$ cat src/logic/fix_pkg.sv
/*
  values are ASCII with the first character in the lowest byte, tags are left-aligned
  every value is limited to FIX_VAL_BYTES characters, the heartbeat interval to four
*/
package fix_pkg;

	localparam int FIX_VAL_BYTES = 20;
	localparam int FIX_LEN_W = 5;
	localparam int FIX_HB_BYTES = 4;
	localparam int AXI_ADDR_W = 12;
	localparam int AXI_DATA_W = 32;

	localparam logic [7:0] FIX_SOH = 8'h01;
	localparam logic [7:0] FIX_EQUALS = 8'h3d;
	localparam logic [55:0] FIX_BEGIN_STRING = "FIX.4.2";
	localparam int FIX_BEGIN_LEN = 7;

	// register byte offsets
	localparam logic [AXI_ADDR_W-1:0] REG_CTRL = 12'h000;
	localparam logic [AXI_ADDR_W-1:0] REG_STATUS = 12'h004;
	localparam logic [AXI_ADDR_W-1:0] REG_SEQ = 12'h008;
	localparam logic [AXI_ADDR_W-1:0] REG_LENS = 12'h00c;
	localparam logic [AXI_ADDR_W-1:0] REG_HBINT = 12'h010;
	localparam logic [AXI_ADDR_W-1:0] REG_SENDER = 12'h020;
	localparam logic [AXI_ADDR_W-1:0] REG_TARGET = 12'h040;
	localparam logic [AXI_ADDR_W-1:0] REG_TIME = 12'h060;

	// tags, first character in the top byte
	localparam logic [23:0] TAG_BEGIN = 24'h380000;
	localparam logic [23:0] TAG_BODYLEN = 24'h390000;
	localparam logic [23:0] TAG_MSGTYPE = 24'h333500;
	localparam logic [23:0] TAG_SEQNUM = 24'h333400;
	localparam logic [23:0] TAG_SENDER = 24'h343900;
	localparam logic [23:0] TAG_TIME = 24'h353200;
	localparam logic [23:0] TAG_TARGET = 24'h353600;
	localparam logic [23:0] TAG_ENCRYPT = 24'h393800;
	localparam logic [23:0] TAG_HBINT = 24'h313038;
	localparam logic [23:0] TAG_CHECKSUM = 24'h313000;

	// MsgType characters
	localparam logic [7:0] FIX_TYPE_HB = 8'h30;
	localparam logic [7:0] FIX_TYPE_LOGON = 8'h41;
	localparam logic [7:0] FIX_TYPE_LOGOUT = 8'h35;

	typedef enum logic [1:0] {
		MSG_HB = 2'd0,
		MSG_LOGON = 2'd1,
		MSG_LOGOUT = 2'd2
	} fix_msg_e;

	typedef struct packed {
		logic [23:0] tag;
		logic [1:0] tag_len;
		logic [FIX_VAL_BYTES*8-1:0] val;
		logic [FIX_LEN_W-1:0] val_len;
		logic sum_en;
		logic last;
	} fix_field_t;

	typedef struct packed {
		logic [FIX_VAL_BYTES*8-1:0] sender;
		logic [FIX_LEN_W-1:0] sender_len;
		logic [FIX_VAL_BYTES*8-1:0] target;
		logic [FIX_LEN_W-1:0] target_len;
		logic [FIX_VAL_BYTES*8-1:0] sendtime;
		logic [FIX_LEN_W-1:0] time_len;
		logic [FIX_HB_BYTES*8-1:0] hbint;
		logic [2:0] hb_len;
		logic [23:0] seq;
	} fix_cfg_t;

endpackage
$ cat src/logic/fix_tx_top.sv
/*
  FIX session message transmitter, AXI4-Lite setup and one byte stream out
*/
`timescale 1ns/1ns

module fix_tx_top (
	input logic clk,
	input logic rst,
	input logic [fix_pkg::AXI_ADDR_W-1:0] s_awaddr_i,
	input logic s_awvalid_i,
	output logic s_awready_o,
	input logic [fix_pkg::AXI_DATA_W-1:0] s_wdata_i,
	input logic [fix_pkg::AXI_DATA_W/8-1:0] s_wstrb_i,
	input logic s_wvalid_i,
	output logic s_wready_o,
	output logic [1:0] s_bresp_o,
	output logic s_bvalid_o,
	input logic s_bready_i,
	input logic [fix_pkg::AXI_ADDR_W-1:0] s_araddr_i,
	input logic s_arvalid_i,
	output logic s_arready_o,
	output logic [fix_pkg::AXI_DATA_W-1:0] s_rdata_o,
	output logic [1:0] s_rresp_o,
	output logic s_rvalid_o,
	input logic s_rready_i,
	output logic [7:0] out_data_o,
	output logic out_valid_o,
	output logic out_last_o,
	input logic out_ready_i
);

	fix_pkg::fix_cfg_t cfg;
	fix_pkg::fix_msg_e msg_type;
	fix_pkg::fix_field_t fld;
	logic send;
	logic msg_done;
	logic [23:0] len_ascii;
	logic len_valid;
	logic [23:0] sum_ascii;
	logic fld_valid;
	logic fld_ready;
	logic [7:0] sum_byte;
	logic sum_valid;
	logic last_accepted;

	fix_session_regs u_regs (
		.clk(clk),
		.rst(rst),
		.s_awaddr_i(s_awaddr_i),
		.s_awvalid_i(s_awvalid_i),
		.s_awready_o(s_awready_o),
		.s_wdata_i(s_wdata_i),
		.s_wstrb_i(s_wstrb_i),
		.s_wvalid_i(s_wvalid_i),
		.s_wready_o(s_wready_o),
		.s_bresp_o(s_bresp_o),
		.s_bvalid_o(s_bvalid_o),
		.s_bready_i(s_bready_i),
		.s_araddr_i(s_araddr_i),
		.s_arvalid_i(s_arvalid_i),
		.s_arready_o(s_arready_o),
		.s_rdata_o(s_rdata_o),
		.s_rresp_o(s_rresp_o),
		.s_rvalid_o(s_rvalid_o),
		.s_rready_i(s_rready_i),
		.msg_done_i(msg_done),
		.cfg_o(cfg),
		.msg_type_o(msg_type),
		.send_o(send)
	);

	fix_body_length u_body_length (
		.clk(clk),
		.rst(rst),
		.send_i(send),
		.msg_type_i(msg_type),
		.cfg_i(cfg),
		.len_ascii_o(len_ascii),
		.len_valid_o(len_valid)
	);

	fix_checksum u_checksum (
		.clk(clk),
		.rst(rst),
		.clear_i(send),
		.byte_i(sum_byte),
		.byte_valid_i(sum_valid),
		.sum_ascii_o(sum_ascii)
	);

	fix_field_sequencer u_sequencer (
		.clk(clk),
		.rst(rst),
		.send_i(send),
		.msg_type_i(msg_type),
		.cfg_i(cfg),
		.len_ascii_i(len_ascii),
		.len_valid_i(len_valid),
		.sum_ascii_i(sum_ascii),
		.fld_o(fld),
		.fld_valid_o(fld_valid),
		.fld_ready_i(fld_ready),
		.last_accepted_i(last_accepted),
		.msg_done_o(msg_done)
	);

	fix_field_serializer u_serializer (
		.clk(clk),
		.rst(rst),
		.fld_i(fld),
		.fld_valid_i(fld_valid),
		.fld_ready_o(fld_ready),
		.out_data_o(out_data_o),
		.out_valid_o(out_valid_o),
		.out_last_o(out_last_o),
		.out_ready_i(out_ready_i),
		.sum_byte_o(sum_byte),
		.sum_valid_o(sum_valid),
		.last_accepted_o(last_accepted)
	);

endmodule

$ cat src/logic/fix_field_sequencer.sv
/*
  fields go out as 8, 9, 35, 34, 49, 52, 56, then 98 and 108 on logon, then 10
  field 8 waits for BodyLength; CheckSum follows one idle cycle after the body
*/
`timescale 1ns/1ns

module fix_field_sequencer (
	input logic clk,
	input logic rst,
	input logic send_i,
	input fix_pkg::fix_msg_e msg_type_i,
	input fix_pkg::fix_cfg_t cfg_i,
	input logic [23:0] len_ascii_i,
	input logic len_valid_i,
	input logic [23:0] sum_ascii_i,
	output fix_pkg::fix_field_t fld_o,
	output logic fld_valid_o,
	input logic fld_ready_i,
	input logic last_accepted_i,
	output logic msg_done_o
);

	typedef enum logic [3:0] {
		S_IDLE, S_8, S_9, S_35, S_34, S_49, S_52, S_56, S_98, S_108, S_10, S_WAIT
	} seq_state_e;

	seq_state_e state_q;
	seq_state_e state_next;
	fix_pkg::fix_field_t fld_next;
	logic [7:0] type_char;
	logic slot_free;
	logic gate;
	logic logon;

	assign logon = (msg_type_i == fix_pkg::MSG_LOGON);
	assign slot_free = !fld_valid_o || fld_ready_i;
	assign msg_done_o = (state_q == S_WAIT) && last_accepted_i;

	always_comb begin
		case (msg_type_i)
			fix_pkg::MSG_LOGON: type_char = fix_pkg::FIX_TYPE_LOGON;
			fix_pkg::MSG_LOGOUT: type_char = fix_pkg::FIX_TYPE_LOGOUT;
			default: type_char = fix_pkg::FIX_TYPE_HB;
		endcase
	end

	// checksum only once the serializer has drained the body
	always_comb begin
		case (state_q)
			S_8, S_9: gate = len_valid_i;
			S_10: gate = !fld_valid_o && fld_ready_i;
			S_IDLE, S_WAIT: gate = 1'b0;
			default: gate = 1'b1;
		endcase
	end

	always_comb begin
		fld_next = '0;
		fld_next.tag_len = 2'd2;
		fld_next.sum_en = 1'b1;
		state_next = state_q;
		case (state_q)
			S_8: begin
				fld_next.tag = fix_pkg::TAG_BEGIN;
				fld_next.tag_len = 2'd1;
				for (int i = 0; i < fix_pkg::FIX_BEGIN_LEN; i++) begin
					fld_next.val[8*i +: 8] =
						fix_pkg::FIX_BEGIN_STRING[8*(fix_pkg::FIX_BEGIN_LEN-1-i) +: 8];
				end
				fld_next.val_len = 5'd7;
				state_next = S_9;
			end
			S_9: begin
				fld_next.tag = fix_pkg::TAG_BODYLEN;
				fld_next.tag_len = 2'd1;
				fld_next.val[23:0] = len_ascii_i;
				fld_next.val_len = 5'd3;
				state_next = S_35;
			end
			S_35: begin
				fld_next.tag = fix_pkg::TAG_MSGTYPE;
				fld_next.val[7:0] = type_char;
				fld_next.val_len = 5'd1;
				state_next = S_34;
			end
			S_34: begin
				// most significant BCD digit first
				fld_next.tag = fix_pkg::TAG_SEQNUM;
				for (int i = 0; i < 6; i++) begin
					fld_next.val[8*i +: 8] = {4'h3, cfg_i.seq[4*(5-i) +: 4]};
				end
				fld_next.val_len = 5'd6;
				state_next = S_49;
			end
			S_49: begin
				fld_next.tag = fix_pkg::TAG_SENDER;
				fld_next.val = cfg_i.sender;
				fld_next.val_len = cfg_i.sender_len;
				state_next = S_52;
			end
			S_52: begin
				fld_next.tag = fix_pkg::TAG_TIME;
				fld_next.val = cfg_i.sendtime;
				fld_next.val_len = cfg_i.time_len;
				state_next = S_56;
			end
			S_56: begin
				fld_next.tag = fix_pkg::TAG_TARGET;
				fld_next.val = cfg_i.target;
				fld_next.val_len = cfg_i.target_len;
				state_next = logon ? S_98 : S_10;
			end
			S_98: begin
				fld_next.tag = fix_pkg::TAG_ENCRYPT;
				fld_next.val[7:0] = 8'h30;
				fld_next.val_len = 5'd1;
				state_next = S_108;
			end
			S_108: begin
				fld_next.tag = fix_pkg::TAG_HBINT;
				fld_next.tag_len = 2'd3;
				fld_next.val[31:0] = cfg_i.hbint;
				fld_next.val_len = {2'b00, cfg_i.hb_len};
				state_next = S_10;
			end
			S_10: begin
				fld_next.tag = fix_pkg::TAG_CHECKSUM;
				fld_next.val[23:0] = sum_ascii_i;
				fld_next.val_len = 5'd3;
				fld_next.sum_en = 1'b0;
				fld_next.last = 1'b1;
				state_next = S_WAIT;
			end
			default: fld_next = '0;
		endcase
	end

	always_ff @(posedge clk) begin
		if (rst) begin
			state_q <= S_IDLE;
			fld_valid_o <= 1'b0;
		end else begin
			if (fld_valid_o && fld_ready_i) begin
				fld_valid_o <= 1'b0;
			end
			case (state_q)
				S_IDLE: begin
					if (send_i) begin
						state_q <= S_8;
					end
				end
				S_WAIT: begin
					if (last_accepted_i) begin
						state_q <= S_IDLE;
					end
				end
				default: begin
					if (slot_free && gate) begin
						state_q <= state_next;
						fld_valid_o <= 1'b1;
					end
				end
			endcase
		end
	end

	always_ff @(posedge clk) begin
		if (slot_free && gate) begin
			fld_o <= fld_next;
		end
	end

	// the serializer reports a final byte only for field 10
	assert property (@(posedge clk) disable iff (rst)
		last_accepted_i |-> (state_q == S_WAIT));

endmodule

$ cat src/logic/fix_field_serializer.sv
/*
  one field is held at a time, the next is taken as the SOH of the held one goes out
  tag and value lengths must be at least one
*/
`timescale 1ns/1ns

module fix_field_serializer (
	input logic clk,
	input logic rst,
	input fix_pkg::fix_field_t fld_i,
	input logic fld_valid_i,
	output logic fld_ready_o,
	output logic [7:0] out_data_o,
	output logic out_valid_o,
	output logic out_last_o,
	input logic out_ready_i,
	output logic [7:0] sum_byte_o,
	output logic sum_valid_o,
	output logic last_accepted_o
);

	fix_pkg::fix_field_t hold_q;
	logic full_q;
	logic [4:0] idx_q;
	logic [4:0] tag_end;
	logic [4:0] val_pos;
	logic [4:0] soh_pos;
	logic [4:0] val_off;
	logic at_end;
	logic accept;

	// byte positions within "tag=value" SOH
	assign tag_end = {3'b000, hold_q.tag_len};
	assign val_pos = tag_end + 5'd1;
	assign soh_pos = val_pos + hold_q.val_len;
	assign val_off = idx_q - val_pos;
	assign at_end = (idx_q == soh_pos);

	always_comb begin
		if (idx_q < tag_end) begin
			out_data_o = hold_q.tag[23 - 8*idx_q -: 8];
		end else if (idx_q == tag_end) begin
			out_data_o = fix_pkg::FIX_EQUALS;
		end else if (idx_q < soh_pos) begin
			out_data_o = hold_q.val[8*val_off +: 8];
		end else begin
			out_data_o = fix_pkg::FIX_SOH;
		end
	end

	assign accept = full_q && out_ready_i;
	assign out_valid_o = full_q;
	assign out_last_o = full_q && hold_q.last && at_end;
	assign fld_ready_o = !full_q || (accept && at_end);
	assign sum_byte_o = out_data_o;
	assign sum_valid_o = accept && hold_q.sum_en;
	assign last_accepted_o = accept && at_end && hold_q.last;

	always_ff @(posedge clk) begin
		if (rst) begin
			full_q <= 1'b0;
			idx_q <= '0;
		end else if (fld_valid_i && fld_ready_o) begin
			full_q <= 1'b1;
			idx_q <= '0;
		end else if (accept) begin
			if (at_end) begin
				full_q <= 1'b0;
			end else begin
				idx_q <= idx_q + 5'd1;
			end
		end
	end

	always_ff @(posedge clk) begin
		if (fld_valid_i && fld_ready_o) begin
			hold_q <= fld_i;
		end
	end

	// a field waiting for the slot stays offered and unchanged
	assert property (@(posedge clk) disable iff (rst)
		fld_valid_i && !fld_ready_o |=> fld_valid_i && $stable(fld_i));

endmodule

$ cat src/logic/fix_checksum.sv
/*
  sum_ascii_o already includes the byte strobed in the current cycle
  hundreds digit sits in the lowest byte
*/
`timescale 1ns/1ns

module fix_checksum (
	input logic clk,
	input logic rst,
	input logic clear_i,
	input logic [7:0] byte_i,
	input logic byte_valid_i,
	output logic [23:0] sum_ascii_o
);

	logic [7:0] sum_q;
	logic [7:0] sum_now;
	logic [7:0] hund;
	logic [7:0] tens;
	logic [7:0] units;

	assign sum_now = sum_q + (byte_valid_i ? byte_i : 8'h00);

	always_ff @(posedge clk) begin
		if (rst || clear_i) begin
			sum_q <= 8'h00;
		end else begin
			sum_q <= sum_now;
		end
	end

	// constant divisors only
	assign hund = sum_now / 8'd100;
	assign tens = (sum_now / 8'd10) % 8'd10;
	assign units = sum_now % 8'd10;
	assign sum_ascii_o = {8'h30 + units, 8'h30 + tens, 8'h30 + hund};

endmodule

$ cat src/logic/fix_body_length.sv
/*
  BodyLength covers 35, 34, 49, 52, 56 and on logon 98 and 108, result below 1000
  len_ascii_o carries the hundreds digit in the lowest byte
*/
`timescale 1ns/1ns

module fix_body_length (
	input logic clk,
	input logic rst,
	input logic send_i,
	input fix_pkg::fix_msg_e msg_type_i,
	input fix_pkg::fix_cfg_t cfg_i,
	output logic [23:0] len_ascii_o,
	output logic len_valid_o
);

	typedef enum logic [1:0] {BL_IDLE, BL_SUM, BL_CONV} bl_state_e;

	bl_state_e state_q;
	logic [2:0] idx_q;
	logic [9:0] sum_q;
	logic [3:0] hund_q;
	logic [3:0] tens_q;
	logic [9:0] field_len;
	logic logon;

	assign logon = (msg_type_i == fix_pkg::MSG_LOGON);

	// tag, "=", value and SOH of one body field
	always_comb begin
		case (idx_q)
			3'd0: field_len = 10'd5;
			3'd1: field_len = 10'd10;
			3'd2: field_len = 10'd4 + cfg_i.sender_len;
			3'd3: field_len = 10'd4 + cfg_i.time_len;
			3'd4: field_len = 10'd4 + cfg_i.target_len;
			3'd5: field_len = logon ? 10'd5 : 10'd0;
			3'd6: field_len = logon ? 10'd5 + cfg_i.hb_len : 10'd0;
			default: field_len = 10'd0;
		endcase
	end

	always_ff @(posedge clk) begin
		if (rst) begin
			state_q <= BL_IDLE;
			len_valid_o <= 1'b0;
			idx_q <= '0;
			sum_q <= '0;
			hund_q <= '0;
			tens_q <= '0;
		end else if (send_i) begin
			state_q <= BL_SUM;
			len_valid_o <= 1'b0;
			idx_q <= '0;
			sum_q <= '0;
			hund_q <= '0;
			tens_q <= '0;
		end else if (state_q == BL_SUM) begin
			sum_q <= sum_q + field_len;
			idx_q <= idx_q + 3'd1;
			if (idx_q == 3'd6) begin
				state_q <= BL_CONV;
			end
		end else if (state_q == BL_CONV) begin
			// repeated subtraction, units remain in sum_q
			if (sum_q >= 10'd100) begin
				sum_q <= sum_q - 10'd100;
				hund_q <= hund_q + 4'd1;
			end else if (sum_q >= 10'd10) begin
				sum_q <= sum_q - 10'd10;
				tens_q <= tens_q + 4'd1;
			end else begin
				state_q <= BL_IDLE;
				len_valid_o <= 1'b1;
			end
		end
	end

	assign len_ascii_o = {4'h3, sum_q[3:0], 4'h3, tens_q, 4'h3, hund_q};

	// configured lengths must fit their value fields
	assert property (@(posedge clk) disable iff (rst)
		(state_q == BL_SUM) |-> (cfg_i.sender_len <= 5'(fix_pkg::FIX_VAL_BYTES))
			&& (cfg_i.target_len <= 5'(fix_pkg::FIX_VAL_BYTES))
			&& (cfg_i.time_len <= 5'(fix_pkg::FIX_VAL_BYTES))
			&& (cfg_i.hb_len <= 3'(fix_pkg::FIX_HB_BYTES)));

endmodule

$ cat src/logic/fix_session_regs.sv
/*
  the AXI master must hold awvalid and wvalid together until both readies are seen
  config and CTRL writes are dropped while a message is in progress
*/
`timescale 1ns/1ns

module fix_session_regs (
	input logic clk,
	input logic rst,
	input logic [fix_pkg::AXI_ADDR_W-1:0] s_awaddr_i,
	input logic s_awvalid_i,
	output logic s_awready_o,
	input logic [fix_pkg::AXI_DATA_W-1:0] s_wdata_i,
	input logic [fix_pkg::AXI_DATA_W/8-1:0] s_wstrb_i,
	input logic s_wvalid_i,
	output logic s_wready_o,
	output logic [1:0] s_bresp_o,
	output logic s_bvalid_o,
	input logic s_bready_i,
	input logic [fix_pkg::AXI_ADDR_W-1:0] s_araddr_i,
	input logic s_arvalid_i,
	output logic s_arready_o,
	output logic [fix_pkg::AXI_DATA_W-1:0] s_rdata_o,
	output logic [1:0] s_rresp_o,
	output logic s_rvalid_o,
	input logic s_rready_i,
	input logic msg_done_i,
	output fix_pkg::fix_cfg_t cfg_o,
	output fix_pkg::fix_msg_e msg_type_o,
	output logic send_o
);

	logic wr_en;
	logic rd_en;
	logic cfg_we;
	logic busy_q;
	logic [11:0] waddr;
	logic [11:0] raddr;
	logic [23:0] seq_q;
	logic [31:0] seq_wr;
	logic [31:0] lens_q;
	logic [31:0] hbint_q;
	logic [31:0] rd_word;
	logic [4:0][31:0] sender_q;
	logic [4:0][31:0] target_q;
	logic [4:0][31:0] time_q;

	function automatic logic [31:0] merge(input logic [31:0] old, input logic [31:0] data,
			input logic [3:0] strb);
		logic [31:0] res;
		res = old;
		for (int i = 0; i < 4; i++) begin
			if (strb[i]) begin
				res[8*i +: 8] = data[8*i +: 8];
			end
		end
		return res;
	endfunction

	// six BCD digits with decimal carry
	function automatic logic [23:0] bcd_inc(input logic [23:0] v);
		logic [23:0] res;
		logic carry;
		res = v;
		carry = 1'b1;
		for (int d = 0; d < 6; d++) begin
			if (carry) begin
				if (res[4*d +: 4] == 4'd9) begin
					res[4*d +: 4] = 4'd0;
				end else begin
					res[4*d +: 4] = res[4*d +: 4] + 4'd1;
					carry = 1'b0;
				end
			end
		end
		return res;
	endfunction

	assign waddr = {s_awaddr_i[11:2], 2'b00};
	assign raddr = {s_araddr_i[11:2], 2'b00};
	assign wr_en = s_awready_o && s_awvalid_i && s_wready_o && s_wvalid_i;
	assign rd_en = s_arready_o && s_arvalid_i;
	assign cfg_we = wr_en && !busy_q;
	assign send_o = cfg_we && (waddr == fix_pkg::REG_CTRL) && s_wstrb_i[0] && s_wdata_i[0];
	assign seq_wr = merge({8'h00, seq_q}, s_wdata_i, s_wstrb_i);
	assign s_bresp_o = 2'b00;
	assign s_rresp_o = 2'b00;

	always_ff @(posedge clk) begin
		if (rst) begin
			s_awready_o <= 1'b0;
			s_wready_o <= 1'b0;
			s_bvalid_o <= 1'b0;
			s_arready_o <= 1'b0;
			s_rvalid_o <= 1'b0;
		end else begin
			s_awready_o <= s_awvalid_i && s_wvalid_i && !s_awready_o && !s_bvalid_o;
			s_wready_o <= s_awvalid_i && s_wvalid_i && !s_awready_o && !s_bvalid_o;
			if (wr_en) begin
				s_bvalid_o <= 1'b1;
			end else if (s_bready_i) begin
				s_bvalid_o <= 1'b0;
			end
			s_arready_o <= s_arvalid_i && !s_arready_o && !s_rvalid_o;
			if (rd_en) begin
				s_rvalid_o <= 1'b1;
			end else if (s_rready_i) begin
				s_rvalid_o <= 1'b0;
			end
		end
	end

	always_ff @(posedge clk) begin
		if (rst) begin
			busy_q <= 1'b0;
			seq_q <= '0;
			lens_q <= '0;
			hbint_q <= '0;
			msg_type_o <= fix_pkg::MSG_HB;
		end else begin
			if (send_o) begin
				busy_q <= 1'b1;
			end else if (msg_done_i) begin
				busy_q <= 1'b0;
				seq_q <= bcd_inc(seq_q);
			end
			if (cfg_we) begin
				case (waddr)
					fix_pkg::REG_CTRL: begin
						if (s_wstrb_i[1]) begin
							msg_type_o <= fix_pkg::fix_msg_e'(s_wdata_i[9:8]);
						end
					end
					fix_pkg::REG_SEQ: seq_q <= seq_wr[23:0];
					fix_pkg::REG_LENS: lens_q <= merge(lens_q, s_wdata_i, s_wstrb_i);
					fix_pkg::REG_HBINT: hbint_q <= merge(hbint_q, s_wdata_i, s_wstrb_i);
					default: lens_q <= lens_q;
				endcase
			end
		end
	end

	// value words, five per region
	always_ff @(posedge clk) begin
		if (cfg_we && waddr[4:2] < 3'd5) begin
			case (waddr[11:5])
				fix_pkg::REG_SENDER[11:5]:
					sender_q[waddr[4:2]] <= merge(sender_q[waddr[4:2]], s_wdata_i, s_wstrb_i);
				fix_pkg::REG_TARGET[11:5]:
					target_q[waddr[4:2]] <= merge(target_q[waddr[4:2]], s_wdata_i, s_wstrb_i);
				fix_pkg::REG_TIME[11:5]:
					time_q[waddr[4:2]] <= merge(time_q[waddr[4:2]], s_wdata_i, s_wstrb_i);
				default: time_q <= time_q;
			endcase
		end
	end

	always_comb begin
		rd_word = '0;
		case (raddr)
			fix_pkg::REG_CTRL: rd_word = {22'd0, msg_type_o, 8'd0};
			fix_pkg::REG_STATUS: rd_word = {31'd0, busy_q};
			fix_pkg::REG_SEQ: rd_word = {8'd0, seq_q};
			fix_pkg::REG_LENS: rd_word = lens_q;
			fix_pkg::REG_HBINT: rd_word = hbint_q;
			default: begin
				if (raddr[4:2] < 3'd5) begin
					case (raddr[11:5])
						fix_pkg::REG_SENDER[11:5]: rd_word = sender_q[raddr[4:2]];
						fix_pkg::REG_TARGET[11:5]: rd_word = target_q[raddr[4:2]];
						fix_pkg::REG_TIME[11:5]: rd_word = time_q[raddr[4:2]];
						default: rd_word = '0;
					endcase
				end
			end
		endcase
	end

	always_ff @(posedge clk) begin
		if (rd_en) begin
			s_rdata_o <= rd_word;
		end
	end

	always_comb begin
		cfg_o.sender = sender_q;
		cfg_o.sender_len = lens_q[4:0];
		cfg_o.target = target_q;
		cfg_o.target_len = lens_q[12:8];
		cfg_o.sendtime = time_q;
		cfg_o.time_len = lens_q[20:16];
		cfg_o.hbint = hbint_q;
		cfg_o.hb_len = lens_q[26:24];
		cfg_o.seq = seq_q;
	end

	// done only ever answers a message in progress
	assert property (@(posedge clk) disable iff (rst) msg_done_i |-> busy_q);

endmodule

$ cat config.mk
export PLATFORM = sky130hd
export DESIGN_NAME = fix_tx_top
export DESIGN_NICKNAME = d
export VERILOG_FILES = /design/src/logic/fix_pkg.sv /design/src/logic/fix_tx_top.sv /design/src/logic/fix_field_sequencer.sv /design/src/logic/fix_field_serializer.sv /design/src/logic/fix_checksum.sv /design/src/logic/fix_body_length.sv /design/src/logic/fix_session_regs.sv
export SDC_FILE = /design/constraint.sdc
export NUM_CORES = 2
export LEC_CHECK = 0
export BUFFER_PORTS_ARGS = -buffer_cell sky130_fd_sc_hd__clkbuf_2
export CELL_PAD_IN_SITES_DETAIL_PLACEMENT = 0
export CELL_PAD_IN_SITES_GLOBAL_PLACEMENT = 1
export CORE_MARGIN = 5
export CORE_UTILIZATION = 25
export CTS_BUF_LIST = sky130_fd_sc_hd__clkbuf_4
export DETAILED_ROUTE_END_ITERATION = 10
export GPL_ROUTABILITY_DRIVEN = 0
export HOLD_SLACK_MARGIN = 0.06
export PLACE_DENSITY = 0.41
export SLEW_MARGIN = 15
export SYNTH_ARGS = -nofsm -noshare
export SYNTH_HDL_FRONTEND = slang
export SYNTH_HIERARCHICAL = 1
export SYNTH_SLANG_ARGS = --single-unit
$ cat constraint.sdc
create_clock -name clk -period 22.2 [get_ports clk]
set_input_delay 2.22 -clock clk [delete_from_list [all_inputs] [get_ports clk]]
set_output_delay 2.22 -clock clk [all_outputs]
set_load 0.01 [all_outputs]
==> results.sh <==
export IMPL_status="complete, no violations"
export IMPL_setup_tns_ns=0
export IMPL_cts_sinks=1023
export IMPL_vias_per_cell=5.47
export IMPL_drv_slew=0
export IMPL_max_slew_margin_pct=18.9
export IMPL_ir_worst_vdd_uv=51.0
export IMPL_antenna_found_initial=14
export IMPL_fin_nets=4434
export IMPL_wirelength_um=252000
export IMPL_hold_depth=0
export IMPL_path_class="reg2reg"
export IMPL_synth_top_area_cell="edfxtp_1"
export IMPL_synthTopCellsByArea="edfxtp_1 52%, mux4_2 5.7%, dfxtp_1 5.4%, a222oi_1 2.5%, mux2_2 2.5%"
export IMPL_chipHeight_um=464
export IMPL_ctsRootBufferMaster="clkbuf_4"
export IMPL_ys_warn_count=6
export IMPL_cp_max_fo=21
export IMPL_finalSetupViolations=0
export IMPL_reg2reg_depth=36
export IMPL_grt_pass1_vias=39100
export IMPL_drive_gt1_share_pct=24.7
export IMPL_drcViolationCount=0
export IMPL_cts_buffer_depth=4
export IMPL_rsz0062_at_grt="false"
export IMPL_synth_ff_type="edfxtp_1"
export IMPL_htree_levels=5
export IMPL_die_w_um=464
export IMPL_ctsResizeCount=0
export IMPL_insertion_delay_ns=1.39
export IMPL_routedWlPerCell_um=34.8
export IMPL_grt_pass1_wl_um=340000
export IMPL_p_total_mw=4.61
export IMPL_cts_clk_slew_worst_paths_ns=0.07
export IMPL_max_cap_violations=0
export IMPL_p_per_area_mw_per_mm2=78.6
export IMPL_drtPass1Iterations=10
export IMPL_worstPathRequired_ns=23.36
export IMPL_synth_cell_area_mm2=0.0514
export IMPL_startpoint_type="flop"
export IMPL_core_area_mm2=0.205
export IMPL_skew_ns=0.145
export IMPL_pin_count=119
export IMPL_ys_seq_area_share_pct=57.0
export IMPL_cts_hold_buf=0
export IMPL_path_buf_inv=5
export IMPL_fin_crit_ns=11.80
export IMPL_synth_top_cell_area_share_pct=51.7
export IMPL_r2r_start="u_serializer/idx_q[0]"
export IMPL_finalHoldWorstSlack_ns=0.366
export IMPL_vias=39600
export IMPL_grt_max_degree=112
export IMPL_min_to="u_serializer/hold_q[47]"
export IMPL_r2r_setup_slack_ns=10.40
export IMPL_ys_async_sr_fraction_pct=0
export IMPL_avgSynthCellArea_um2=12.5
export IMPL_antenna_left=0
export IMPL_synth_cells=4101
export IMPL_fin_cells=7241
export IMPL_grt_total_usage_pct=22.7
export IMPL_fin_crit_sh_pct=53.1
export IMPL_synth_most_common_cell="edfxtp_1"
export IMPL_grt_overflow=0
export IMPL_max_stage_delay_ns=0.88
export IMPL_r2r_end="u_sequencer/fld_o[21]"
export IMPL_cp_end_kind="flop"
export IMPL_synth_common_cells="885 x edfxtp_1, 277 x nor2_1, 254 x nand2_1"
export IMPL_synth_seq_cells=1023
export IMPL_fmax_ghz=0.0848
export IMPL_cts_tree="done"
export IMPL_rows=166
export IMPL_synth_distinct_cells=125
export IMPL_portBuffers=110
export IMPL_cts_buffers=322
export IMPL_hold_violations=0
export IMPL_crit_arrival_ns=12.95
export IMPL_crit_family="compound AO/OA/AOI/OAI gates"
export IMPL_holdCritPathClass="reg2reg"
export IMPL_place_inst=6672
export IMPL_worst_pin_slew_ns=1.22
export IMPL_syn2layout_area_growth_pct=14.0
export IMPL_cpMostUsedCell="ha_1"
export IMPL_initial_core_util_pct=25.1
export IMPL_final_util_pct=28.7
export IMPL_synth_edf_count=885
export IMPL_postCtsSetupBuffers=0
export IMPL_leakagePower_nw=20.8
export IMPL_hold_start="u_sequencer/fld_o[47]"
export IMPL_place_hpwl_um=164000
export IMPL_drt_iter0_drc=4736
export IMPL_die_area_mm2=0.215
export IMPL_critPathSlowestCell="mux2i_1"
## report_power, final
| part | switching [mW] | leakage [nW] | internal [mW] |
|---|---|---|---|
| registers | 0.0236 | 9.19 | 2.19 |
| clock network | 0.889 | 2.40 | 1.01 |
| logic | 0.370 | 9.23 | 0.133 |
| total | 1.28 | 20.8 | 3.33 |
## worst max-delay path by stage
stage / start / end / slack (ns) / cells after the start
2_1_floorplan: out_ready_i / u_serializer/hold_q[0] / 9.75 / 2
3_3_place_gp: u_serializer/idx_q[0] / u_sequencer/fld_o[21] / 10.49 / 36
3_5_place_dp: u_serializer/idx_q[0] / u_sequencer/fld_o[21] / 10.51 / 36
4_1_cts: u_serializer/idx_q[0] / u_sequencer/fld_o[21] / 10.48 / 36
5_1_grt: u_serializer/idx_q[0] / u_sequencer/fld_o[21] / 9.59 / 36
6_report: u_serializer/idx_q[0] / u_sequencer/fld_o[21] / 10.40 / 36
## cells by family after synthesis
kind of cell	share of synthesized area, %
multiplexers	10.6
adder cells (fa/ha/maj)	1.49
buffers and inverters	5.10
XOR/XNOR	0.832
flip-flops	57.0
AND/OR/NAND/NOR	9.68
other	0.0438
AO/OA/AOI/OAI	15.2
## cells in the final DEF (no fill, tap or decap), drive strengths merged, types with 125 or more instances in the layout
master and instances:
a21oi 169, a222oi 130, a22oi 167, clkbuf 586
dfxtp 138, edfxtp 885, inv 180, mux2i 125
mux4 130, nand2 257, nor2 284, o21ai 218
## sequential cells by signal (all words and copies together), names as in the netlist
name                       flops
u_serializer/hold_q          193
u_body_length/sum_q           10
u_regs/s_arready_o             1
u_regs/seq_q                  24
u_regs/cfg_o                 480
u_regs/s_rdata_o              32
u_body_length/idx_q            3
u_regs/msg_type_o              2
u_sequencer/fld_o            180
u_regs/busy_q                  1
u_serializer/out_valid_o       1
u_sequencer/state_q            4
u_serializer/idx_q             5
u_body_length/len_valid_o      1
u_regs/s_wready_o              1
u_regs/hbint_q                32
u_body_length/hund_q           4
u_regs/lens_q                 32
u_sequencer/fld_valid_o        1
u_regs/s_rvalid_o              1
u_body_length/state_q          2
u_body_length/tens_q           4
u_regs/s_bvalid_o              1
u_checksum/sum_q               8
## final cells by class
type | instances | area [um^2]
Fill cell | 21100 | 146000
Sequential cell | 1023 | 29300
Multi-Input combinational cell | 2556 | 19800
Clock buffer | 483 | 3630
Tap cell | 2688 | 3360
Timing Repair Buffer | 227 | 1480
Inverter | 178 | 668
Clock inverter | 72 | 339
Antenna cell | 14 | 35.0
## metrics by stage
step / instance area (um^2) / setup WS, ns
global route: 58600 / 9.59
global placement: 54600 / 10.49
detailed placement: 54600 / 10.51
finish: 58600 / 10.40
CTS: 58600 / 10.48
floorplan: 51500 / 9.75
## routing by layer
metal  up-vias  wire length, um  track usage (%)
li1      16600                -                -
met1     20500           112000             31.5
met2      2018           113000             35.0
met3       425            18400             4.77
met4         4             8990             8.25
met5         -               27                0
Note: power is estimated with default switching activity, not from simulation.
